<file path="config.mk">
export PLATFORM = sky130hd
export DESIGN_NAME = fetch_redirect
export DESIGN_NICKNAME = d
export VERILOG_FILES = /design/src/hw/bpu_addr_pkg.sv /design/src/hw/fetch_redirect.sv
export VERILOG_INCLUDE_DIRS = /design/src /design/src/hw
export SDC_FILE = /design/constraint.sdc
export NUM_CORES = 1
export LEC_CHECK = 0
export BUFFER_PORTS_ARGS = -buffer_cell sky130_fd_sc_hd__buf_2
export CAP_MARGIN = 20
export CORE_ASPECT_RATIO = 0.7
export CORE_MARGIN = 1
export CORE_UTILIZATION = 43
export DETAILED_ROUTE_END_ITERATION = 12
export PLACE_DENSITY_LB_ADDON = 0.08
export REMOVE_ABC_BUFFERS = 1
export SLEW_MARGIN = 40
export SYNTH_ARGS = -nofsm -noshare
export SYNTH_HDL_FRONTEND = slang
export SYNTH_SLANG_ARGS = --single-unit
</file>
<file path="constraint.sdc">
create_clock -name vclk -period 3.1
set_input_delay 0.62 -clock vclk [all_inputs]
set_output_delay 0.62 -clock vclk [all_outputs]
set_load 0.01 [all_outputs]
</file>
<file path="src/hw/bpu_cfg.svh">
// Configuration macros for the branch prediction unit: address width, table sizes, FIFO depth

`ifndef BPU_CFG_SVH
`define BPU_CFG_SVH

// ==========================================================================
// Sizing of the prediction structures
// ==========================================================================

// Width of fetch, resolved and target addresses
`define BPU_PC_WIDTH 32

// Entries of the direct-mapped branch target buffer, a power of two
`define BPU_BTB_ENTRIES 64

// Two-bit counters in the gshare table, also sets the history length
`define BPU_PHT_ENTRIES 1024

// Predictions that may wait for resolution, a power of two
`define BPU_FIFO_DEPTH 8

`endif

</file>
<file path="src/hw/bpu_addr_pkg.sv">
// Address typedefs: fetch address, target-buffer index and tag, counter-table index

`include "bpu_cfg.svh"

package bpu_addr_pkg;

    // A fetch address or a branch target
    typedef logic [`BPU_PC_WIDTH-1:0] pc_t;

    // Target-buffer index, taken from the address just above the two byte-offset bits
    typedef logic [$clog2(`BPU_BTB_ENTRIES)-1:0] btb_idx_t;

    // Everything above the index forms the tag
    typedef logic [`BPU_PC_WIDTH-$clog2(`BPU_BTB_ENTRIES)-3:0] btb_tag_t;

    // Counter-table index, also taken from address bit 2 upward
    typedef logic [$clog2(`BPU_PHT_ENTRIES)-1:0] pht_idx_t;

endpackage : bpu_addr_pkg

</file>
<file path="src/hw/fetch_redirect.sv">
// Next-fetch-address selector between sequential, predicted and corrected paths

`include "bpu_cfg.svh"

module fetch_redirect (
    input  bpu_addr_pkg::pc_t fetch_pc_i,
    input  bpu_addr_pkg::pc_t btb_target_i,
    input  bpu_addr_pkg::pc_t resolved_pc_i,
    input  bpu_addr_pkg::pc_t resolved_target_i,
    input  logic              btb_hit_i,
    input  logic              prediction_i,
    input  logic              mispredicted_i,
    input  logic              taken_i,
    output bpu_addr_pkg::pc_t next_pc_o
);

    import bpu_addr_pkg::*;

    // Fixed instruction size of the fetch stage
    localparam pc_t INSTR_BYTES = (`BPU_PC_WIDTH)'(4);

    pc_t correct_pc;

    // The correct path is the target of a taken branch, else its fall-through
    assign correct_pc = taken_i ? resolved_target_i : (resolved_pc_i + INSTR_BYTES);

    // Correction overrides any prediction made for the current fetch
    always_comb begin
        if (mispredicted_i) begin
            next_pc_o = correct_pc;
        end else if (btb_hit_i && prediction_i) begin
            next_pc_o = btb_target_i;
        end else begin
            next_pc_o = fetch_pc_i + INSTR_BYTES;
        end
    end

endmodule : fetch_redirect

</file>
### After elaboration in Yosys (flattened, before gate mapping)

Index checks and enable logic that the tools add are counted.
W data, S select, Z words.

| word-level totals | value |
|---|---|
| register bits | 0 |
| output and inout port bits | 32 |
| word-level logic and storage cells | 6 |

| operators by class | value |
|---|---|
| add/subtract/negate cells | 2 |
| muxes and demuxes | 3 |
| reductions and logical operators | 1 |

Operators by type and width:

| cell | count |
|---|---|
| $mux W32 | 3 |
| $add A32 B3 Y32 const B | 2 |
| $logic_and A1 B1 Y1 | 1 |

### Longest topological paths before layout

| depth | value |
|---|---|
| depth after elaboration | 3 |
| depth in mapped cells | 7 |

### Least setup slack after synthesis

OpenSTA, ideal clock, no wires.

| path | value |
|---|---|
| path kind | input to output |
| start point | input resolved_pc_i[2] |
| end point | output next_pc_o[20] |
| arrival time | 2.161 ns |
| data required time | 2.480 ns |
| setup slack | 0.319 ns |
| stages | 7 |
| path buffers | 1 |
| cells stage by stage | ha_1 -> nand2_1 -> or3_1 -> buf_6 -> or4_1 -> a21o_1 -> o211ai_2 |

| between the ends | value |
|---|---|
| longest elaborated chain between the ends | 3 |

RTL lines:

| what | RTL line | text |
|---|---|---|
| start, declared | fetch_redirect.sv:8 | `input bpu_addr_pkg::pc_t resolved_pc_i,` |
| $add A32 B3 Y32 | fetch_redirect.sv:25 | `assign correct_pc = taken_i ? resolved_target_i : (resolved_pc_i + INSTR_BYTES);` |
| $mux W32 | fetch_redirect.sv:25 |  |
| $mux W32 | fetch_redirect.sv:29 | `if (mispredicted_i) begin` |
| end, declared | fetch_redirect.sv:14 | `output bpu_addr_pkg::pc_t next_pc_o` |

Every way passes these cells.

### Worst setup path after layout

| path | value |
|---|---|
| start point | input resolved_pc_i[19] |
| end point | output next_pc_o[22] |

The elaborated chain is that of the path after synthesis.

==> impl_metrics.py <==
metrics = {
    "place": {
        "placed_area_um2": 3230,
        "placedCellCount": 599,
        "gp_congestion": 0.960,
        "portBuffers": 164,
        "detailedPlace.worstSlack_ns": 0.0869,
        "place_hpwl_um": 7700,
    },
    "critical_path": {
        "crit_arrival_ns": 2.39,
        "critPathKind": "in2out",
        "cpMaxStageDelayCell": "or3_1",
        "crit_start": "resolved_pc_i[19]",
        "cp_common_cell": "buf_2",
        "max_stage_delay_ns": 0.58,
        "worst_ep_required_time_ns": 2.48,
        "end_kind": "output pin",
        "critPathLaunchType": "primary input",
        "crit_chain": "buf_2, nand4_1, or3_1, or3_2, nand3_1, a31o_2, buf_2",
        "worstPathMaxFanout": 11,
    },
    "worst_hold_path": {
        "min_from": "btb_target_i[30]",
        "hold_path.class": "in2out",
    },
    "detailed_routing": {
        "vias_per_cell": 6.09,
        "ant_nets": 0,
        "first_pass_iters": 5,
        "drt_iter0_drc": 209,
        "drc": 0,
        "wl_per_cell_um": 15.8,
        "drt-total-wl_um": 9440,
        "vias": 3645,
    },
    "floorplanning": {
        "fp-row-count": 21,
        "core_um2": 4890,
        "ioPinCount": 164,
        "start_util": 0.460,
        "die-area_um2": 5520,
        "die_x_um": 88.4,
        "die_y_um": 62.5,
    },
    "layout": {
        "finalNonFillerCells": 599,
        "multi_input_area_um2": 2130,
        "final_layout_size_suffix_gt1_frac": 0.402,
        "design.seq.count": 0,
        "final.fill_count": 488,
        "register_area_um2": 0,
        "nClkBuffers": 0,
        "final_core_util": 0.664,
        "antenna_cells": 0,
        "nets": 666,
        "design_area_um2": 3250,
        "syn2layout_area_growth_pct": 44.5,
    },
    "timing": {
        "final.setup.tns_ns": 0,
        "fin_crit_sh": 0.971,
        "finalWorstSetupSlack_ns": 0.0909,
        "maxSlewHeadroom": 0.479,
        "finalHoldViolations": 0,
        "fmax_mhz": 332,
        "tightest_slew_ns": 0.781,
        "drv_slew": 0,
        "rsz0062_at_grt": "no",
        "period_needed_ns": 3.01,
        "setup_viol": 0,
    },
    "global_route": {
        "grt_max_degree": 35,
        "grt_pass1_vias": 3249,
        "grt_antenna_before_repair": 0,
        "grt_overflow_total": 0,
        "grt_first_pass_wirelength_um": 14800,
        "grt_use_total": 0.328,
    },
    "pwr": {
        "p_switching_w": 0.000222,
        "comb_power_share": 1.000,
        "intPower_w": 0.000184,
        "p_sw_frac": 0.547,
        "clkPwrFrac": 0,
        "seq_power_share": 0,
        "power.density_nw_per_um2": 125,
        "ir_drop_mv": 0.0921,
        "p_leak_nw": 1.40,
    },
    "synthesis": {
        "ys_seq_area_frac": 0,
        "synth.avg_cell_area_um2": 6.12,
        "synth_top_area_frac": 0.0802,
        "synth_most_common_cell": "nor2_1",
        "ys_types": 51,
        "synth_warnings": 0,
        "post-synth-top-area-cell": "nor2_1",
        "ys_top_cells_by_area": "nor2_1, xnor2_1, o21ai_0, nand4_1, nand3_1",
        "synth_cells": 367,
        "synth_area_um2": 2250,
        "synth_common_cells": "nor2_1, o21ai_0, nand2_1",
    },
    "flow_run": {
        "drv_cap": 0,
    },
    "run_status": {
        "status": "finished clean",
    },
}
kinds of logic after synthesis:
logic type | synth area share
simple gates | 0.471
compound gates | 0.315
xor+xnor | 0.121
buf+inv | 0.0546
mux | 0.0273
fa+ha+maj | 0.0111
cell usage in the layout (no fill, tap or decap), drive strengths merged, types with 3 or more instances in the layout:
master	n
nand2	26
a21oi	19
a21o	3
nor3b	3
buf	187
nor2	48
o21ai	29
nor4	13
nand4	24
and3	9
or4	5
or3	7
nor3	16
xor2	11
a211oi	5
a31o	10
o211ai	4
o31ai	6
and2	5
and4	7
o221ai	3
o31a	4
o32ai	12
a31oi	4
inv	5
mux2i	5
xnor2	20
nand3	24
routing by layer:
layer | share of wire | global-route usage
met1 | 0.43 | 0.443
met2 | 0.45 | 0.552
met3 | 0.093 | 0.0410
met4 | 0.027 | 0.0706
met5 | 0 | 0
final timing paths:
| kind | endpoint | slack [ns] | cells after the start |
|---|---|---|---|
| setup / recovery | next_pc_o[22] | 0.09 | 7 |
| hold / removal | next_pc_o[30] | 1.53 | 4 |
stage by stage:
stage | total power [W] | hold slack, ns
final | 0.000406 | 1.53
after global routing | 0.000443 | 1.58
after CTS | 0.000401 | 1.53
after detailed placement | 0.000399 | 1.53
after global placement | 0.000395 | 1.54
after floorplan | 0.000174 | 1.32
power groups by stage:
stage / logic, W / registers (W) / clock network [W]
after global routing: 0.000443 / 0 / 0
after floorplan: 0.000174 / 0 / 0
after CTS: 0.000401 / 0 / 0
after detailed placement: 0.000399 / 0 / 0
final: 0.000406 / 0 / 0
after global placement: 0.000395 / 0 / 0
worst max-delay path, delay by kind of cell:
family	cells	cell delay [ns]
simple gates	4	1.33
buf+inv	2	0.27
compound gates	1	0.16
what timing repair did:
| item | 4_1_cts | 5_1_grt |
|---|---|---|
| endpoints found under the setup margin | 0 | 10 |
| resized for setup | 0 | 3 |
| setup buffers | 0 | 0 |
| hold buffers | 0 | 0 |
cell type report:
| class | count | area share |
|---|---|---|
| Timing Repair Buffer | 187 | 0.310 |
| Multi-Input combinational cell | 338 | 0.658 |
| Tap cell | 69 | 0.0266 |
| Inverter | 5 | 0.00578 |
Power figures use the tool's default switching activity.
