File: src/hw/bpu_cfg.svh
// Configuration macros for the branch prediction unit: address width, table sizes, FIFO depth

`ifndef BPU_CFG_SVH
`define BPU_CFG_SVH

// ==========================================================================
// Sizing of the prediction structures
// ==========================================================================

// Width of fetch, resolved and target addresses
`define BPU_PC_WIDTH 32

// Entries of the direct-mapped branch target buffer, a power of two
`define BPU_BTB_ENTRIES 64

// Two-bit counters in the gshare table, also sets the history length
`define BPU_PHT_ENTRIES 1024

// Predictions that may wait for resolution, a power of two
`define BPU_FIFO_DEPTH 8

`endif

File: src/hw/bpu_addr_pkg.sv
// Address typedefs: fetch address, target-buffer index and tag, counter-table index

`include "bpu_cfg.svh"

package bpu_addr_pkg;

    // A fetch address or a branch target
    typedef logic [`BPU_PC_WIDTH-1:0] pc_t;

    // Target-buffer index, taken from the address just above the two byte-offset bits
    typedef logic [$clog2(`BPU_BTB_ENTRIES)-1:0] btb_idx_t;

    // Everything above the index forms the tag
    typedef logic [`BPU_PC_WIDTH-$clog2(`BPU_BTB_ENTRIES)-3:0] btb_tag_t;

    // Counter-table index, also taken from address bit 2 upward
    typedef logic [$clog2(`BPU_PHT_ENTRIES)-1:0] pht_idx_t;

endpackage : bpu_addr_pkg

File: src/hw/branch_target_buffer.sv
// Direct-mapped branch target buffer with combinational lookup and resolved-branch update

`include "bpu_cfg.svh"

module branch_target_buffer (
    input  logic              clk_i,
    input  logic              rst_n_i,

    // Lookup port, driven by the fetch address
    input  bpu_addr_pkg::pc_t lookup_pc_i,
    output logic              hit_o,
    output bpu_addr_pkg::pc_t target_o,

    // Update port, driven by taken branches from execute
    input  logic              update_i,
    input  bpu_addr_pkg::pc_t update_pc_i,
    input  bpu_addr_pkg::pc_t update_target_i
);

    import bpu_addr_pkg::*;

    // Index sits just above the byte offset, the tag fills the rest of the address
    localparam int unsigned IDX_W = $bits(btb_idx_t);
    localparam int unsigned IDX_LO = 2;
    localparam int unsigned TAG_LO = IDX_LO + IDX_W;

    // ==========================================================================
    // Storage
    // ==========================================================================

    logic     valid_q  [`BPU_BTB_ENTRIES];
    btb_tag_t tag_q    [`BPU_BTB_ENTRIES];
    pc_t      target_q [`BPU_BTB_ENTRIES];

    btb_idx_t lookup_idx;
    btb_tag_t lookup_tag;
    btb_idx_t update_idx;
    btb_tag_t update_tag;

    // Split both addresses into index and tag
    assign lookup_idx = lookup_pc_i[TAG_LO-1:IDX_LO];
    assign lookup_tag = lookup_pc_i[`BPU_PC_WIDTH-1:TAG_LO];
    assign update_idx = update_pc_i[TAG_LO-1:IDX_LO];
    assign update_tag = update_pc_i[`BPU_PC_WIDTH-1:TAG_LO];

    // ==========================================================================
    // Lookup
    // ==========================================================================

    // A hit needs a valid entry whose tag matches the fetch address
    // The target is passed through even on a miss, the selector ignores it then
    assign hit_o    = valid_q[lookup_idx] && (tag_q[lookup_idx] == lookup_tag);
    assign target_o = target_q[lookup_idx];

    // ==========================================================================
    // Update
    // ==========================================================================

    // Valid bits are control state and start out cleared
    always_ff @(posedge clk_i) begin
        if (!rst_n_i) begin
            for (int i = 0; i < `BPU_BTB_ENTRIES; i++) begin
                valid_q[i] <= 1'b0;
            end
        end else if (update_i) begin
            valid_q[update_idx] <= 1'b1;
        end
    end

    // Tag and target of an entry are replaced as a whole
    // A new branch mapping to the same index simply evicts the old one
    always_ff @(posedge clk_i) begin
        if (update_i) begin
            tag_q[update_idx]    <= update_tag;
            target_q[update_idx] <= update_target_i;
        end
    end

    // Written entries become visible to lookup from the following cycle on,
    // there is no bypass from the update port

endmodule : branch_target_buffer

File: config.mk
export PLATFORM = sky130hd
export DESIGN_NAME = branch_target_buffer
export DESIGN_NICKNAME = d
export VERILOG_FILES = /design/src/hw/bpu_addr_pkg.sv /design/src/hw/branch_target_buffer.sv
export VERILOG_INCLUDE_DIRS = /design/src /design/src/hw
export SDC_FILE = /design/constraint.sdc
export NUM_CORES = 2
export LEC_CHECK = 0
export BUFFER_PORTS_ARGS = -buffer_cell sky130_fd_sc_hd__buf_2
export CELL_PAD_IN_SITES_DETAIL_PLACEMENT = 0
export CELL_PAD_IN_SITES_GLOBAL_PLACEMENT = 1
export CORE_MARGIN = 2
export CORE_UTILIZATION = 57
export DETAILED_ROUTE_END_ITERATION = 12
export PLACE_DENSITY_LB_ADDON = 0.1
export SLEW_MARGIN = 10
export SYNTH_ARGS = -nofsm -noshare
export SYNTH_HDL_FRONTEND = slang
export SYNTH_SLANG_ARGS = --single-unit
File: constraint.sdc
create_clock -name clk_i -period 5.5 [get_ports clk_i]
set_input_delay 0.275 -clock clk_i [delete_from_list [all_inputs] [get_ports clk_i]]
set_output_delay 0.275 -clock clk_i [all_outputs]
set_load 0.005 [all_outputs]
=== Word level (Yosys, flattened, before mapping) ===
Memory sizes are Yosys's and may differ from the RTL's.
Cells that the tools add are included.

* Register bits after elaboration: 0
* Latch bits: 0
* Memory bits (writable): 3,648
* ROM bits: 0
* Output and inout port bits: 33
* Word-level logic and storage cells: 14
* Memories kept: 3

* Add/subtract/negate cells: 0
* Multiply operators: 0
* Div/mod/pow operators: 0
* $lt $le $gt $ge: 0
* Eq/ne operators: 1
* Shift-type cells: 0
* Multiplexer cells: 8
* Bitwise logic cells: 0
* Reduce and logical (&&, ||, !) cells: 2

{| class="wikitable"
|+ Memory list
! name !! depth !! bits a word !! read ports !! clocked after Yosys merged registers in !! write ports !! line !! source
|-
| target_q || 64 || 32 || 1 || 0 || 1 || branch_target_buffer.sv:33 || <nowiki>pc_t target_q [`BPU_BTB_ENTRIES];</nowiki>
|-
| tag_q || 64 || 24 || 1 || 0 || 1 || branch_target_buffer.sv:32 || <nowiki>btb_tag_t tag_q [`BPU_BTB_ENTRIES];</nowiki>
|-
| valid_q || 64 || 1 || 1 || 0 || 64 || branch_target_buffer.sv:31 || <nowiki>logic valid_q [`BPU_BTB_ENTRIES];</nowiki>
|}

{| class="wikitable"
|+ Operator list
! cell !! number
|-
| $eq A24 B24 Y1 || 1
|-
| $mux W1 || 7
|-
| $mux W6 || 1
|-
| $logic_and A1 B1 Y1 || 1
|-
| $reduce_or A1 Y1 || 1
|}

=== Longest topological paths before layout ===
* Word-level depth: 5
* Depth in mapped cells: 15

=== Worst setup path before layout ===
Ideal clock, no wire load.

* Kind: in2reg
* Start point: input port update_pc_i[7]
* End point: memory tag_q[32][0] in the netlist's numbering (enable)
* Library setup time: 0.472 ns
* Arrival time: 3.478 ns
* Data required time: 5.028 ns
* Setup slack: 1.550 ns
* Cell stages on the path: 4
* Path through: clkbuf_1 -> or3b_2 -> clkbuf_1 -> nor2_1

{| class="wikitable"
|+ RTL lines
! element !! line !! source
|-
| start: declaration || branch_target_buffer.sv:16 || <nowiki>input bpu_addr_pkg::pc_t update_pc_i,</nowiki>
|-
| end: declaration || branch_target_buffer.sv:32 ||
|}

Straight into the memory's write port.

=== Worst setup path after layout ===
* Start point: memory tag_q[55][2] in the netlist's numbering
* End point: output port hit_o

* Cells in the longest elaborated chain, start to end: 3

{| class="wikitable"
|+ Ends and longest elaborated chain
! element !! line !! source
|-
| $mem_v2 Z64 W24 || n/a ||
|-
| $eq A24 B24 Y1 || branch_target_buffer.sv:52 || <nowiki>assign hit_o = valid_q[lookup_idx] && (tag_q[lookup_idx] == lookup_tag);</nowiki>
|-
| $logic_and A1 B1 Y1 || branch_target_buffer.sv:52 ||
|-
| end: declaration || branch_target_buffer.sv:11 || <nowiki>output logic hit_o,</nowiki>
|}

No other way between the ends.

==> summary.txt <==
cell with the most instances after synthesis = edfxtp_1
fraction of layout cells with a size suffix above 1 = 0.304
Final Skew = 0 ps
Post-Syn Area = 0.139 mm²
antenna violations before repair = 24
clk slew on worst S/H paths = 60 ps
status = finished, final reports clean
unrepaired setup endpoints after global routing = false
Syn-to-layout area delta = 13.2%
Slew Limit Headroom = 0.0665
dpl ws = 804 ps
hold crit path type = in2reg
row cnt = 181
post-route insts no fill = 9764
Pre-antenna DRT Iters = 6
global route total overflow = 0
Root Driver = clkbuf_16
top cell type's share of synthesized area = 0.774
Slew Viols, Final = 0
design area = 0.157 mm²
Power, Total = 58.1 mW
met2 wire length = 187000 µm
Critical-path top delay cell = nor4_2
met3 wire length = 38100 µm
ys async rst share = 0
Layout Nets = 6380
Routed WL per cell = 39.7 µm
DIE AREA = 0.248 mm²
# setup viols final = 0
hold buffer count at cts = 33
Clock Sink Count = 3648
Port Buffer Count = 127
Worst Path Required = 5220 ps
Clock Latency Late Sink = 980 ps
largest cells by area after synthesis = edfxtp_1, mux4_2, dfxtp_1
Core Box Area = 0.243 mm²
critical path endpoint category = output pin
vias = 68400
power per cell area = 369 mW/mm²
CTS buffer count = 377
min Tclk post-route = 5150 ps
highest achievable clock rate = 194 MHz
Setup Buffers After CTS = 0
final hold vios = 0
H-Tree Depth = 5
Placed Cells = 9071
Pleak = 49.2 nW
Setup CP Type = reg2out
IR drop worst, VDD = 0.356 mV
ys flop type = edfxtp_1
largest net degree at the start of global routing = 130
sequential element share of the synthesized area = 0.783
total wire length = 387000 µm
Area after DPL = 0.145 mm²
IO Pins = 132
Post-Route M1 WL = 151000 µm
Final TNS setup = 0 ps
number of antenna-violating nets in the routed design = 0
measured slew at the worst slew-check pin = 1400 ps
Vias per Instance = 7.01
EDFF count, synth = 3584
Residual DRC = 0
Synth cell types = 65
FF+latch count, synth = 3648
uppermost layer routed = met5
YS warnings = 0
syn_area_per_cell = 24.0 µm²
fin util = 0.648
All-Layer GR Usage = 0.314
Die Span Y = 498 µm
final hold slack = 46.3 ps
Post-DP HPWL = 200000 µm
Clock Tree Buf Depth = 4
crit share post-route = 0.936
Worst Path Arrival = 4880 ps
CTS tree = built
Worst Slack Setup Final = 350 ps
Initial DRC Count = 10700
slowest stage delay, CP = 690 ps
startpoint class of the critical path = flop
Cells after Synth = 5802
Yosys top cell by area = edfxtp_1
post-cts resize count = 0
Final Wtd Congestion = 0.795
top post-synthesis cells by count = edfxtp_1, mux4_2, clkbuf_1, mux2i_1, nand2_1
Worst Path Max Fanout = 2
maxcap violations = 0
vias in the first global route = 67100
worst-path cell chain = mux4_2 > o21ai_0 > a21oi_1 > nor4_1 > a31o_2 > and3_1 > or4b_1 > nor4_2 > buf_2
Initial Utilization = 0.573
syn nets = 5901
first-pass GRT wire length = 535000 µm
Die W = 498 µm
==> registers in the layout, indices dropped and copies added (netlist names) <==
signal,count
target_q,2048
tag_q,1536
valid_q,64
==> metal layers <==
metal  global-route usage  vias up
met5                    0        -
met3               0.0521      655
met1                0.463    37400
met2                0.494     4294
li1                     -    26000
met4               0.0885        2
==> worst max-delay path, delay by kind of cell, from the launching register on <==
kind / cells / cell delay, ps
flops: 1 / 360
simple gates: 4 / 2190
compound gates: 3 / 640
mux: 1 / 460
buf+inv: 1 / 240
==> cell usage in the layout, fill, tap and decap left out, types with 33 or more instances in the layout <==
cell	Yosys	final
nand2_1	97	97
o22ai_1	45	45
clkinv_2	0	56
edfxtp_1	3584	3584
mux2i_1	116	116
clkinv_1	2	69
buf_12	0	60
clkbuf_1	146	91
buf_4	29	192
nor2_4	0	64
buf_2	74	122
dlygate4sd3_1	0	33
a22oi_1	56	56
clkbuf_16	0	386
dfxtp_1	64	64
bufinv_16	0	34
o21a_1	67	67
mux4_2	1023	1023
==> worst paths after layout <==
check                                       startpoint                          to  slack (ps)  cells after the start
worst max-delay path            tag_q[55][2]$_DFFE_PP_                       hit_o         350                      9
worst min-delay path               update_target_i[26]  target_q[44][26]$_DFFE_PP_          50                      1
worst max register to register     valid_q[13]$_DFF_P_         valid_q[13]$_DFF_P_        4880                      1
worst min register to register     valid_q[47]$_DFF_P_         valid_q[47]$_DFF_P_         460                      1
==> area by class of cell <==
type,instances,area [µm²]
repair buffers,410,3620
clock inverters,174,1700
clock buffers,479,10000
multi-input cells,1838,29000
inverters,6,35.0
diodes,7,17.5
well taps,3202,4010
flip-flops and latches,3648,109000
fillers,15700,85400
==> cells by family (layout without fill, tap and decap cells) <==
logic type	Yosys count	after routing	share of synthesized area
AOI/OAI and AO/OA	326	326	0.0171
and+or+nand+nor	338	338	0.0116
buffers and inverters	316	1069	0.0112
other	0	7	0
xor gates and xnor gates	20	20	0.00126
muxes	1154	1154	0.175
DFF	3648	3648	0.783
==> power by group <==
part | total [mW] | internal (mW) | switching [mW]
Clock | 24.6 | 14.4 | 10.2
Combinational | 2.74 | 1.10 | 1.64
Sequential | 30.8 | 30.7 | 0.0425
Total | 58.1 | 46.2 | 11.9
No activity file was read; power rests on OpenSTA's default activity.
